===== config.mk =====
export PLATFORM = sky130hd
export DESIGN_NAME = kill_node
export DESIGN_NICKNAME = d
export VERILOG_FILES = /design/src/rtl/gomoku_pkg.sv /design/src/rtl/kill_node.sv
export SDC_FILE = /design/constraint.sdc
export NUM_CORES = 1
export LEC_CHECK = 0
export BUFFER_PORTS_ARGS = -buffer_cell sky130_fd_sc_hd__buf_2
export CORE_AREA = 2 2 550 552
export DETAILED_ROUTE_END_ITERATION = 12
export DIE_AREA = 0 0 552 554
export GPL_TIMING_DRIVEN = 0
export PLACE_DENSITY = 0.33
export RECOVER_POWER = 25
export REMOVE_ABC_BUFFERS = 1
export SYNTH_ARGS = -nofsm -noshare
export SYNTH_HDL_FRONTEND = slang
export SYNTH_SLANG_ARGS = --single-unit

===== constraint.sdc =====
create_clock -name i_clk -period 75.6 [get_ports i_clk]
set_clock_uncertainty 0.15 [all_clocks]
set_input_delay 11.34 -clock i_clk [delete_from_list [all_inputs] [get_ports i_clk]]
set_output_delay 11.34 -clock i_clk [all_outputs]
set_load 0.01 [all_outputs]

===== src/rtl/gomoku_pkg.sv =====
// gomoku search definitions
package gomoku_pkg;

    localparam int BOARD_N  = 15;
    localparam int CELLS    = 225;
    localparam int LEVELS   = 5;
    localparam int MAX_CAND = 4;

    // line directions as row and column steps
    localparam int DIR_DR [4] = '{0, 1, 1, 1};
    localparam int DIR_DC [4] = '{1, 0, 1, -1};

    typedef logic [1:0]           cell_t;
    typedef logic [2*CELLS-1:0]   board_t;
    typedef logic [2*BOARD_N-1:0] row_t;
    typedef logic [7:0]           coord_t;
    typedef logic [2:0]           cand_cnt_t;
    typedef logic [2:0]           level_t;
    // byte offsets, status sits just above the 6-bit range
    typedef logic [6:0]           axi_addr_t;
    typedef logic [31:0]          axi_data_t;

    localparam cell_t CELL_EMPTY = 2'd0;
    localparam cell_t CELL_BLACK = 2'd1;
    localparam cell_t CELL_WHITE = 2'd2;

    typedef struct packed {
        logic   valid;
        logic   side;
        board_t board;
    } scan_req_t;

    typedef struct packed {
        logic                     done;
        logic                     win;
        cand_cnt_t                count;
        coord_t [MAX_CAND-1:0]    cand;
    } scan_rsp_t;

    typedef struct packed {
        logic   start;
        board_t board;
    } node_down_t;

    typedef struct packed {
        logic done;
        logic win;
    } node_up_t;

    localparam axi_addr_t REG_ROW0   = 7'h00;
    localparam axi_addr_t REG_CTRL   = 7'h3C;
    localparam axi_addr_t REG_STATUS = 7'h40;

    typedef enum logic [1:0] {
        NODE_IDLE,
        NODE_SCAN,
        NODE_NEXT,
        NODE_WAIT_CHILD
    } node_state_e;

    typedef enum logic [1:0] {
        SCAN_IDLE,
        SCAN_RUN,
        SCAN_DONE
    } scan_state_e;

endpackage


===== src/rtl/kill_node.sv =====
// one search ply
`timescale 1ns/1ps
module kill_node (
    input  logic                   i_clk,
    input  logic                   i_rst_n,
    input  logic                   i_side,
    input  logic                   i_last,
    input  gomoku_pkg::node_down_t i_down,
    output gomoku_pkg::node_up_t   o_up,
    output gomoku_pkg::node_down_t o_child,
    input  gomoku_pkg::node_up_t   i_child,
    output gomoku_pkg::scan_req_t  o_scan,
    input  gomoku_pkg::scan_rsp_t  i_scan
);

    gomoku_pkg::node_state_e                        state_q;
    gomoku_pkg::board_t                             board_q;
    gomoku_pkg::board_t                             child_board_q;
    gomoku_pkg::coord_t [gomoku_pkg::MAX_CAND-1:0]  cand_q;
    gomoku_pkg::cand_cnt_t                          cnt_q;
    gomoku_pkg::cand_cnt_t                          ptr_q;
    gomoku_pkg::cell_t                              stone;
    logic                                           req_q;
    logic                                           child_start_q;
    logic                                           up_done_q;
    logic                                           up_win_q;
    logic                                           place;

    assign stone = i_side ? gomoku_pkg::CELL_BLACK : gomoku_pkg::CELL_WHITE;
    assign place = (state_q == gomoku_pkg::NODE_NEXT) && (ptr_q != cnt_q);

    always_ff @(posedge i_clk or negedge i_rst_n) begin
        if (!i_rst_n) begin
            state_q       <= gomoku_pkg::NODE_IDLE;
            req_q         <= 1'b0;
            child_start_q <= 1'b0;
            up_done_q     <= 1'b0;
            up_win_q      <= 1'b0;
            cnt_q         <= '0;
            ptr_q         <= '0;
        end else begin
            up_done_q     <= 1'b0;
            child_start_q <= 1'b0;
            case (state_q)
                gomoku_pkg::NODE_IDLE: begin
                    if (i_down.start) begin
                        state_q <= gomoku_pkg::NODE_SCAN;
                        req_q   <= 1'b1;
                    end
                end
                gomoku_pkg::NODE_SCAN: begin
                    if (i_scan.done) begin
                        req_q <= 1'b0;
                        cnt_q <= i_scan.count;
                        ptr_q <= '0;
                        if (i_scan.win || i_last || i_scan.count == '0) begin
                            up_done_q <= 1'b1;
                            up_win_q  <= i_scan.win;
                            state_q   <= gomoku_pkg::NODE_IDLE;
                        end else begin
                            state_q <= gomoku_pkg::NODE_NEXT;
                        end
                    end
                end
                gomoku_pkg::NODE_NEXT: begin
                    if (place) begin
                        child_start_q <= 1'b1;
                        ptr_q         <= ptr_q + 3'd1;
                        state_q       <= gomoku_pkg::NODE_WAIT_CHILD;
                    end else begin
                        // every reply favoured the other side
                        up_done_q <= 1'b1;
                        up_win_q  <= 1'b0;
                        state_q   <= gomoku_pkg::NODE_IDLE;
                    end
                end
                gomoku_pkg::NODE_WAIT_CHILD: begin
                    if (i_child.done) begin
                        if (!i_child.win) begin
                            up_done_q <= 1'b1;
                            up_win_q  <= 1'b1;
                            state_q   <= gomoku_pkg::NODE_IDLE;
                        end else begin
                            state_q <= gomoku_pkg::NODE_NEXT;
                        end
                    end
                end
                default: state_q <= gomoku_pkg::NODE_IDLE;
            endcase
        end
    end

    always_ff @(posedge i_clk) begin
        if (state_q == gomoku_pkg::NODE_IDLE && i_down.start) begin
            board_q <= i_down.board;
        end
        if (state_q == gomoku_pkg::NODE_SCAN && i_scan.done) begin
            cand_q <= i_scan.cand;
        end
        if (place) begin
            child_board_q                         <= board_q;
            child_board_q[{cand_q[ptr_q], 1'b0} +: 2] <= stone;
        end
    end

    assign o_scan.valid  = req_q;
    assign o_scan.side   = i_side;
    assign o_scan.board  = board_q;
    assign o_child.start = child_start_q;
    assign o_child.board = child_board_q;
    assign o_up.done     = up_done_q;
    assign o_up.win      = up_win_q;

endmodule


======== Yosys cells after proc, flatten, opt, wreduce, memory -nomap -nowiden ========
Index checks and enable logic that the tools add are counted.
storage, ports and cells
  flip-flop bits (word level) ............. 944
  output and inout port bits .............. 905
operators by class
  add/sub/neg operators ................... 2
  order comparisons ....................... 1
  equality and inequality tests ........... 11
  shift operators ......................... 2
  mux-type cells .......................... 31
  reduce and logical (&&, ||, !) cells .... 15
operators by type and width
  kind                        number
  $bwmux W450                 1
  $shift A2 B11 Y450 const A  1
  $shiftx A2 B11 Y450         1
  $bmux W8 S2                 1
  $mux W1                     14
  $mux W2                     7
  $ne A2 B2 Y1 const B        7
  $neg A9 Y11                 1
  $reduce_and A3 Y1           3
  $mux W8                     1
  $pmux W2 S4                 1
  $mux W3                     2
  $pmux W1 S3                 2
  $pmux W3 S2                 1
  $reduce_and A6 Y1           1
  $eq A2 B2 Y1 const B        2
  $reduce_bool A2 Y1          2
  $add A3 B1 Y3 const B       1
  $logic_and A1 B1 Y1         3
  $logic_not A3 Y1            1
  $lt A3 B3 Y1 const B        1
  $ne A3 B3 Y1                1
  $reduce_bool A3 Y1          1
  $eq A2 B1 Y1 const B        1
  other kinds (4)             5

======== Logic depth before layout (Yosys ltp) ========
  word-level depth ........................ 5
  gate-level depth with buffers ........... 15
  gate-level depth less buffers ........... 9

======== Least setup slack after synthesis ========
OpenSTA, ideal clock, no wires.
  kind .................................... input-to-reg
  from .................................... input port i_down[450] (netlist name)
  to ...................................... register board_q[0] (enable)
  setup time .............................. 1.908 ns
  data arrival time ....................... 43.301 ns
  data required time ...................... 73.542 ns
  slack ................................... 30.241 ns
  cell stages on the path ................. 1
  path through ............................ nor3b_1
on the way
  longest elaborated chain between the ends .. 1
ends and longest elaborated chain
  element               line             RTL
  from (decl)           kill_node.sv:8   input gomoku_pkg::node_down_t i_down,
  $logic_and A1 B1 Y1   kill_node.sv:94  if (state_q == gomoku_pkg::NODE_IDLE && i_down.start) begin
  to (signal assigned)  kill_node.sv:95  board_q <= i_down.board;
  to (decl)             kill_node.sv:17  gomoku_pkg::board_t board_q;
Every way passes these cells.
A chain may end at the register's enable or synchronous reset.

======== Final worst setup path ========
  from .................................... input port i_side
  to ...................................... output port o_scan[450] (netlist name)
RTL lines
  element      line             RTL
  from (decl)  kill_node.sv:6   input logic i_side,
  to (decl)    kill_node.sv:12  output gomoku_pkg::scan_req_t o_scan,
No word-level cell between the ends.

==> out/results.ini <==
[logic_synthesis]
synth-edff-count=932
yosysWarningCount=0
synth_top_area_cell=edfxtp_1
yosysMostFrequentCell=edfxtp_1
synth_area_leaders=edfxtp_1 76%, mux2_2 12%, mux2_1 1.6%
synthCells=1945
synth.ff_latch_count=944
ys_types=59
postSynthAreaPerCell_sq_um=18.9
synth_common_cells=932 x edfxtp_1, 390 x mux2_2, 117 x nand3_1, 84 x clkbuf_1, 53 x mux2_1
ys_seq_area_share_pct=77.1
ys.flop_type=edfxtp_1
ys_async_sr_fraction_pct=1.27
synth_area_sq_mm=0.0367
synth_top_area_share_pct=76.3

[route]
drt_iter0_drc=1885
firstDrtPassIters=5
via_per_inst=3.42
drt-total-wl_mm=242
drc=0
vias=25994
drt.antenna.violating_nets=0
wl_per_cell_um=31.9

[setup_path]
reg2reg_slack_ns=65.51
crit_path_cell_trace=buf_6, buf_16, buf_2
critPathTopFamily=buffers and inverters
max_stage_delay_ns=0.43
slowest_stage=buf_6
cp_max_fo=65
end_kind=output pin
crit_type=in -> out
timing.rr.start=ptr_q[0]$_DFFE_PN0P_
critical_path_required_ns=64.11
arrival_ns=12.48
critPathBufInv=3
startpoint=i_side
start_kind=input port

[clocking]
cts_made_buffers=134
clkTransAtPathRegs_ns=0.06
hold_buffers=0
cts-resized-gates=0
clock-root-buffer=clkbuf_16
cts_tree=done
clock_latency_ns=0.80
postCtsSetupBuffers=0
h-tree-depth=4
cts_buffer_depth=4
clock_sinks=944

[grt]
grt-ovfl-total=0
grt_max_degree=106
grt_pass1_wl_mm=306
first_global_vias=27324
antenna_found_initial=80
grt_usage_pct=15.3

[sta]
fin_setup_tns_ns=0
tightest_slew_ns=1.55
slew_viol_final=12
post-route-period-util_pct=31.7
setup_slack_ns=51.63
finalCriticalPeriod_ns=23.97
finalSetupViolCount=0
slew_headroom_pct=-3.35
finalHoldViolCount=0
fmax_ghz=0.0417
rsz0062_at_grt=no

[finish]
post-route-util_pct=18.2
nets=4012
multi_input_area_sq_mm=0.00799
drive_gt1_share_pct=59.3
syn2layout_area_growth_pct=48.5
fillerInstances=32845
ff_latch_area_sq_mm=0.0283

[power]
ir_drop_uv=18.0
total_leakage_power_nw=19.8
power.total_mw=2.38
power_density_mw_per_mm2=43.7

[placement]
finalWeightedCongestion=0.873
port_buffers=1398
dpl.hpwl_mm=201
place_ws_ns=51.59

[die]
io-pin-count=1399
core-area_sq_mm=0.299
die_y_um=554
num_rows=201
initial_core_util_pct=12.3
dieWidth_um=552
dieArea_sq_mm=0.306

[job]
max_cap_viol_count=1

[worst_hold_path]
hp-start=cnt_q[1]$_DFFE_PN0P_
min_path_type=reg -> reg

[status]
status=finished, violations left
violations=max-capacitance violations, max-slew violations

-- worst paths after layout --
check	end	cells after the start
max in group asynchronous	up_done_q$_DFF_PN0_	1
worst min register to register	cnt_q[1]$_DFFE_PN0P_	2
worst max-delay path	o_scan[450]	3
worst max register to register	child_board_q[66]$_DFFE_PP_	16
min in group asynchronous	child_start_q$_DFF_PN0_	1
worst min-delay path	cnt_q[1]$_DFFE_PN0P_	2
-- tightest hold or removal path: stages, from the launching register on --
cell	delay (ns)
dfrtp_1	0.35
nand2_1	0.05
nand2_1	0.06
-- routing by layer --
metal	wire [um]	vias up	global-route usage [%]
met5	210	-	0
met4	5220	34	3.50
met3	29200	272	7.80
met2	111000	1375	24.7
met1	96500	13371	17.9
li1	-	10942	-
-- area by class of cell --
cell class / instances / share of cell area, %
clock buffers: 165 / 6.59
repair buffers: 1557 / 16.2
well taps: 3958 / 9.10
inverters: 10 / 0.0827
flip-flops and latches: 944 / 52.0
clock inverters: 68 / 1.28
diodes: 23 / 0.106
multi-input cells: 867 / 14.7
-- flip-flops by register name, summed over array words and instances, names as in the netlist --
name,count
req_q,1
cand_q,32
up_win_q,1
child_board_q,450
board_q,450
cnt_q,3
state_q,2
up_done_q,1
child_start_q,1
ptr_q,3
-- where the power goes --
group,leakage (nW),switching [mW],internal [mW],total (mW)
logic,8.96,0.659,0.250,0.910
registers,8.75,0.0648,0.768,0.833
clock network,2.07,0.258,0.378,0.636
total,19.8,0.982,1.40,2.38
-- logic make-up after synthesis --
family          after synthesis  synth area share [%]
mux                         458                  14.3
xor+xnor                     10                 0.259
buf+inv                     134                  1.61
fa+ha+maj                     4                 0.136
simple gates                333                  5.31
flops                       944                  77.1
compound gates               62                  1.26
-- cells in the final DEF, fill, tap and decap left out, types with 6 or more instances in the layout --
master,count
dfrtp_1,12
buf_12,20
nand2_1,30
buf_4,6
mux2_2,390
mux2_1,53
o31ai_1,22
clkbuf_16,139
nand2b_1,6
nand3_2,9
and2_1,6
diode_2,23
clkinv_4,6
o21ai_0,6
and3_1,25
buf_6,53
buf_16,14
nor3b_1,8
nor3_1,26
nor3_2,8
clkinvlp_4,8
bufinv_16,12
clkbuf_1,81
buf_2,1394
inv_1,8
and4_1,19
clkinv_2,13
edfxtp_1,932
nor2_1,11
clkinv_1,23
mux4_2,7
nand4_1,38
nand3_1,117
mux2i_1,6
buf_8,14
-- through the flow --
stage                     std cells  hold slack, ns  instance area [sq um]
final                          7592           0.344                  54400
after global routing           7575           0.386                  54400
after CTS                      7569           0.354                  54800
after detailed placement       7336           0.343                  50500
after global placement         7177           0.341                  48100
after floorplan                1821           0.315                  36100
Note: power is estimated with default switching activity, not from simulation.
