### config.mk
export PLATFORM = sky130hd
export DESIGN_NAME = axil_regs
export DESIGN_NICKNAME = d
export VERILOG_FILES = /design/src/rtl/gomoku_pkg.sv /design/src/rtl/axil_regs.sv
export SDC_FILE = /design/constraint.sdc
export NUM_CORES = 1
export LEC_CHECK = 0
export ABC_CLOCK_PERIOD_IN_PS = 2300
export BUFFER_PORTS_ARGS = -buffer_cell sky130_fd_sc_hd__buf_2
export CAP_MARGIN = 10
export CORE_UTILIZATION = 47
export CTS_CLUSTER_DIAMETER = 200
export DETAILED_ROUTE_END_ITERATION = 12
export MAX_ROUTING_LAYER = met4
export PLACE_DENSITY = 0.75
export SLEW_MARGIN = 20
export SYNTH_ARGS = -nofsm -noshare
export SYNTH_HDL_FRONTEND = slang
export SYNTH_SLANG_ARGS = --single-unit
### constraint.sdc
create_clock -name i_clk -period 2.3 [get_ports i_clk]
set_clock_uncertainty 0.15 [all_clocks]
set_input_delay 0.69 -clock i_clk [delete_from_list [all_inputs] [get_ports i_clk]]
set_output_delay 0.69 -clock i_clk [all_outputs]
set_load 0.02 [all_outputs]
### src/rtl/gomoku_pkg.sv
// gomoku search definitions
package gomoku_pkg;

    localparam int BOARD_N  = 15;
    localparam int CELLS    = 225;
    localparam int LEVELS   = 5;
    localparam int MAX_CAND = 4;

    // line directions as row and column steps
    localparam int DIR_DR [4] = '{0, 1, 1, 1};
    localparam int DIR_DC [4] = '{1, 0, 1, -1};

    typedef logic [1:0]           cell_t;
    typedef logic [2*CELLS-1:0]   board_t;
    typedef logic [2*BOARD_N-1:0] row_t;
    typedef logic [7:0]           coord_t;
    typedef logic [2:0]           cand_cnt_t;
    typedef logic [2:0]           level_t;
    // byte offsets, status sits just above the 6-bit range
    typedef logic [6:0]           axi_addr_t;
    typedef logic [31:0]          axi_data_t;

    localparam cell_t CELL_EMPTY = 2'd0;
    localparam cell_t CELL_BLACK = 2'd1;
    localparam cell_t CELL_WHITE = 2'd2;

    typedef struct packed {
        logic   valid;
        logic   side;
        board_t board;
    } scan_req_t;

    typedef struct packed {
        logic                     done;
        logic                     win;
        cand_cnt_t                count;
        coord_t [MAX_CAND-1:0]    cand;
    } scan_rsp_t;

    typedef struct packed {
        logic   start;
        board_t board;
    } node_down_t;

    typedef struct packed {
        logic done;
        logic win;
    } node_up_t;

    localparam axi_addr_t REG_ROW0   = 7'h00;
    localparam axi_addr_t REG_CTRL   = 7'h3C;
    localparam axi_addr_t REG_STATUS = 7'h40;

    typedef enum logic [1:0] {
        NODE_IDLE,
        NODE_SCAN,
        NODE_NEXT,
        NODE_WAIT_CHILD
    } node_state_e;

    typedef enum logic [1:0] {
        SCAN_IDLE,
        SCAN_RUN,
        SCAN_DONE
    } scan_state_e;

endpackage

### src/rtl/axil_regs.sv
// host register block
`timescale 1ns/1ps
module axil_regs (
    input  logic                   i_clk,
    input  logic                   i_rst_n,
    input  gomoku_pkg::axi_addr_t  i_awaddr,
    input  logic                   i_awvalid,
    output logic                   o_awready,
    input  gomoku_pkg::axi_data_t  i_wdata,
    input  logic                   i_wvalid,
    output logic                   o_wready,
    output logic                   o_bvalid,
    input  logic                   i_bready,
    input  gomoku_pkg::axi_addr_t  i_araddr,
    input  logic                   i_arvalid,
    output logic                   o_arready,
    output gomoku_pkg::axi_data_t  o_rdata,
    output logic                   o_rvalid,
    input  logic                   i_rready,
    output gomoku_pkg::node_down_t o_down,
    input  gomoku_pkg::node_up_t   i_up
);

    gomoku_pkg::row_t      row_q [gomoku_pkg::BOARD_N];
    logic                  busy_q;
    logic                  done_q;
    logic                  win_q;
    logic                  start_q;
    logic                  bvalid_q;
    logic                  rvalid_q;
    gomoku_pkg::axi_data_t rdata_q;
    gomoku_pkg::axi_addr_t wr_off;
    gomoku_pkg::axi_addr_t rd_off;
    gomoku_pkg::axi_data_t rd_word;
    logic                  wr_fire;
    logic                  rd_fire;

    assign wr_fire = i_awvalid & i_wvalid & ~bvalid_q;
    assign rd_fire = i_arvalid & ~rvalid_q;
    assign wr_off  = i_awaddr - gomoku_pkg::REG_ROW0;
    assign rd_off  = i_araddr - gomoku_pkg::REG_ROW0;

    always_comb begin
        rd_word = '0;
        if (rd_off < gomoku_pkg::REG_CTRL - gomoku_pkg::REG_ROW0) begin
            rd_word = gomoku_pkg::axi_data_t'(row_q[rd_off[5:2]]);
        end else if (i_araddr == gomoku_pkg::REG_STATUS) begin
            rd_word = {29'd0, win_q, done_q, busy_q};
        end
    end

    always_ff @(posedge i_clk or negedge i_rst_n) begin
        if (!i_rst_n) begin
            for (int r = 0; r < gomoku_pkg::BOARD_N; r++) begin
                row_q[r] <= '0;
            end
            busy_q   <= 1'b0;
            done_q   <= 1'b0;
            win_q    <= 1'b0;
            start_q  <= 1'b0;
            bvalid_q <= 1'b0;
            rvalid_q <= 1'b0;
            rdata_q  <= '0;
        end else begin
            start_q <= 1'b0;
            if (wr_fire) begin
                bvalid_q <= 1'b1;
                if (wr_off < gomoku_pkg::REG_CTRL - gomoku_pkg::REG_ROW0) begin
                    row_q[wr_off[5:2]] <= i_wdata[2*gomoku_pkg::BOARD_N-1:0];
                end else if (i_awaddr == gomoku_pkg::REG_CTRL && i_wdata[0] && !busy_q) begin
                    start_q <= 1'b1;
                    busy_q  <= 1'b1;
                    done_q  <= 1'b0;
                    win_q   <= 1'b0;
                end
            end else if (bvalid_q && i_bready) begin
                bvalid_q <= 1'b0;
            end
            // level 0 reports once per search
            if (busy_q && i_up.done) begin
                busy_q <= 1'b0;
                done_q <= 1'b1;
                win_q  <= i_up.win;
            end
            if (rd_fire) begin
                rvalid_q <= 1'b1;
                rdata_q  <= rd_word;
            end else if (rvalid_q && i_rready) begin
                rvalid_q <= 1'b0;
            end
        end
    end

    always_comb begin
        o_down.start = start_q;
        for (int r = 0; r < gomoku_pkg::BOARD_N; r++) begin
            o_down.board[2*gomoku_pkg::BOARD_N*r +: 2*gomoku_pkg::BOARD_N] = row_q[r];
        end
    end

    assign o_awready = wr_fire;
    assign o_wready  = wr_fire;
    assign o_bvalid  = bvalid_q;
    assign o_arready = rd_fire;
    assign o_rvalid  = rvalid_q;
    assign o_rdata   = rdata_q;

endmodule

# Word-level counts from Yosys, hierarchy flattened
# Cells that the tools add are included.
# word_totals
input_bits	55
output_inout_bits	488
elab_cells	74
register_bits	488
# op_classes
reduce_logical	13
bitwise	7
n_mux	24
eq_ne	3
magnitude_cmp	5
# op_table
cell	n
$bwmux 450	1
$bmux 30 s4	1
$demux 30 s4	1
$mux 30	3
$mux 32	1
$mux 1	16
$lt 7x6->1 const B	2
$ge 5x5->1 const B	2
$not 4->5	2
$reduce_bool 2->1	4
$eq 7x6->1 const B	1
$eq 7x7->1 const B	1
$logic_and 1x1->1	6
$lt 5x1->1 const B	1
$and 1x1->1	3
$mux 3	1
$reduce_and 3->1	1
$ne 2x1->1 const B	1
$not 1->1	2
$reduce_and 2->1	1
$logic_not 1->1	1

# Depth between registers and ports, before layout
# logic_depth
depth_word	7
depth_mapped	8
ltp_nobuf	5

# Worst setup path before layout
# OpenSTA, ideal clock, no wires.
# synth_path
kind	input -> register
from	input port i_araddr[3]
to	register rdata_q[11], in the netlist o_rdata[11]
n_path_buf	2
arrival_time_ns	2.030
setup_slack_ns	-0.013
stages	6
required_time_ns	2.017
setup_ns	0.133
cell_sequence	buf_4 buf_2 mux4_2 a22o_1 a21oi_1 o21ai_0
# synth_between
elab_chain_len	5
word_cells_on_any_way	6
classes_between	order compare: 1; mux: 4; bitwise: 1
# synth_rtl
item	line	rtl
start: declaration	axil_regs.sv:14	input gomoku_pkg::axi_addr_t i_araddr,
$not 4->5 (not written as such)	axil_regs.sv:46	rd_word = gomoku_pkg::axi_data_t'(row_q[rd_off[5:2]]);
$bmux 30 s4	axil_regs.sv:46	
$mux 30 (not written as such) (2 in a row)	axil_regs.sv:46	
$mux 32 (*)	axil_regs.sv:45	if (rd_off < gomoku_pkg::REG_CTRL - gomoku_pkg::REG_ROW0) begin
end signal: assignment	axil_regs.sv:87	rdata_q <= rd_word;
end: declaration	axil_regs.sv:31	gomoku_pkg::axi_data_t rdata_q;
# Every way passes the cells marked *; elsewhere a longest branch is shown, timed or not. The select of a mux whose other input is x is not followed.
# A chain may end at the register's enable or synchronous reset.

# Final worst setup path
# layout_path
from	register rvalid_q, in the netlist o_rvalid
to	output port o_arready
# layout_between
elab_chain_len	2
# layout_rtl
item	line	rtl
start: declaration	axil_regs.sv:30	logic rvalid_q;
start signal: assignment	axil_regs.sv:62	rvalid_q <= 1'b0;
start signal: assignment	axil_regs.sv:86	rvalid_q <= 1'b1;
start signal: assignment	axil_regs.sv:89	rvalid_q <= 1'b0;
$not 1->1	axil_regs.sv:39	assign rd_fire = i_arvalid & ~rvalid_q;
$and 1x1->1	axil_regs.sv:39	
end: declaration	axil_regs.sv:16	output logic o_arready,
# No other way between the ends.

==> metrics <==
status=finished clean; FMAX=441 MHz; RSZ-0062 raised after global routing=no; GRT met2 Usage=0.499; worst skew pair latency=0.59 ns; Gate power share=0.203; mux contribution to synthesized area=0.340; yosys synthesis warning count=0; most frequent cells in the layout=531 x buf_2, 486 x dfrtp_1, 438 x mux2_2, 82 x mux4_2, 80 x buf_4; commonest non-fill, non-tap cell in the layout=buf_2; Pre-antenna DRT Iters=5; asr flop ratio synth=1.00; initial drt markers=1404; post-synthesis cell area=0.0217 sq mm; Routed WL per cell=27.7 um; initial antenna violation count=3; I/O pin cnt=543; vias in the first global route=16.4k; Setup Slack @ Placement=-0.387 ns; final RePlAce weighted congestion=0.944; sequential cell area=0.0122 sq mm; Synth Area in XOR/XNOR=0; die width=217 um; Root Driver=clkbuf_16; clock buffer depth=3; largest family of logic cells by synthesized area=multiplexers; final worst slack=0.0334 ns; Cells after Synth=1454; TritonCTS clock tree=done; Rows=78; vias per cell=5.99; Peak supply drop=0.689 mV; pwr dens=831 mW/mm^2; CP required=1.46 ns; Sw Ratio=0.304; area of the multi-input gates=0.00901 sq mm; Overall Global Routing Usage=0.321; routing usage on met3=0.0732; worst hold slack=0.150 ns; switching pwr=7.07 mW; Max Cap Viol=0; nets=2104; post-synthesis register bit count=486; grt peak-use layer=met2; max-slew violation count=0; Avg Cell Area, Syn=14.9 sq um; CP Class=reg2out; Routed WL=74400 um; hpwl dp=51600 um; Cell variety after synth=41; ys flop type=dfrtp_1; port bufs=538; Clock Pin Slew Worst Setup and Hold Paths=0.06 ns; final cycle utilization of the critical path=0.985; Synth Area in Simple Gates=0.0229; setup violators final=0; Final min period=2.27 ns; crit path capture type=output pin; H-Tree Depth=2; worst hold path type=in2reg; Compound-Gate Fraction of Synth Area=0.0465; post-route ant nets=0; crit-path max FO=3; fraction of layout cells with a size suffix above 1=0.618; first-pass GRT wire length=108000 um; critical path launch point type=register; GR met1 Demand/Resource=0.404; vias=16.1k; post-synthesis sequential area ratio=0.560; Adder-Cell Fraction of Synth Area=0; Clock Power Share=0.352; core area=0.0455 sq mm; final setup TNS=0 ns; crit path DAT=1.43 ns; total gr overflow=0; Area Growth Syn to Fin=29.0%; initial core utilization=0.477; die area=0.0470 sq mm; Internal Pwr Total=16.2 mW; Final Hold Fails=0; number of synthesized flops with an enable pin=0; Inserted Clock Buffers=51; Filler cells=3470; clock sinks=486; largest net degree at the start of global routing=56; DRC=0; chip height=217 um; sequential share of power=0.445; Leak=14.6 nW
-- what timing repair did --
item,CTS,global route
pin swaps,0,3
hold buffers,1,0
setup endpoints to repair,4,16
buffers inserted,1,1
gates cloned,0,2
hold endpoints to repair,26,0
resized for setup,7,4
-- power groups by stage --
| stage | sequential (mW) | clock [mW] | combinational [mW] |
|---|---|---|---|
| 2_1_floorplan | 11.4 | 0 | 1.54 |
| 3_3_place_gp | 10.4 | 0 | 4.59 |
| 6_report | 10.3 | 8.20 | 4.72 |
| 4_1_cts | 10.3 | 8.30 | 4.72 |
| 5_1_grt | 10.4 | 8.67 | 4.96 |
| 3_5_place_dp | 10.5 | 0 | 4.68 |
-- per-layer routing --
layer / up-vias / share of wire
met5: - / 0
met1: 8484 / 0.39
met3: 184 / 0.082
met2: 848 / 0.48
li1: 6599 / -
met4: 0 / 0.045
-- flip-flops by register name, indices dropped and copies added, names as in the netlist --
register	count
o_down	450
o_rdata	30
busy_q	1
done_q	1
o_bvalid	1
o_rvalid	1
start_q	1
win_q	1
-- worst paths after layout --
path	startpoint	to	slack, ns	cells after the start
setup / recovery	o_rvalid	o_arready	0.03	3
hold / removal	i_rready	o_rvalid	0.15	2
setup reg to reg	o_bvalid	o_down[16]	0.07	6
hold reg to reg	o_rdata[21]	o_rdata[21]	0.34	2
max in group asynchronous	i_rst_n	o_down[338]	0.80	4
min in group asynchronous	i_rst_n	o_down[26]	0.46	2
-- cell families after synthesis --
kind of cell / after synthesis
multiplexers: 578
other: 1
AO/OA/AOI/OAI: 159
buffers and inverters: 134
flip-flops: 486
AND/OR/NAND/NOR: 96
-- cell type report --
cell class | instances | area share
multi-input combinational | 835 | 0.322
antenna | 3 | 0.000268
clock buffer | 78 | 0.0542
tap | 600 | 0.0268
timing repair buffer | 668 | 0.156
inverter | 7 | 0.000939
clock inverter | 14 | 0.00523
sequential | 486 | 0.434
-- worst max-delay path, stage by stage, from the launching register on --
cell	delay [ns]
dfrtp_1	0.42
nand2b_4	0.19
inv_1	0.08
buf_4	0.15
-- per-stage QoR --
step,instances,utilization,total power [mW],area [sq um]
detailed placement,2592,0.576,15.1,26200
global placement,2592,0.576,15.0,26200
global route,2691,0.615,24.1,28000
finish,2691,0.615,23.3,28000
floorplan,1455,-,13.0,21700
CTS,2686,0.614,23.3,27900
-- synth_stat cells (2+ instances only) --
cell	number	share of area
dfrtp_1	486	0.56
mux2_2	438	0.23
mux4_2	82	0.085
o21ai_0	58	0.013
clkbuf_1	56	0.0097
nand2_1	52	0.0090
mux2i_1	46	0.021
buf_2	39	0.0090
a21oi_1	30	0.0069
o211ai_1	29	0.010
a22o_1	27	0.011
buf_4	26	0.0090
mux2_1	12	0.0062
nor2_1	11	0.0019
inv_1	7	0.0012
nand2b_1	6	0.0017
buf_1	5	0.00086
nor2b_1	5	0.0014
a211oi_1	4	0.0014
nand3_1	4	0.00092
o22ai_1	4	0.0012
a221oi_1	3	0.0012
nor4_2	3	0.0017
nand4_1	2	0.00058
nor4_1	2	0.00058
o32ai_1	2	0.00081
(Power assumes the default switching activity.)
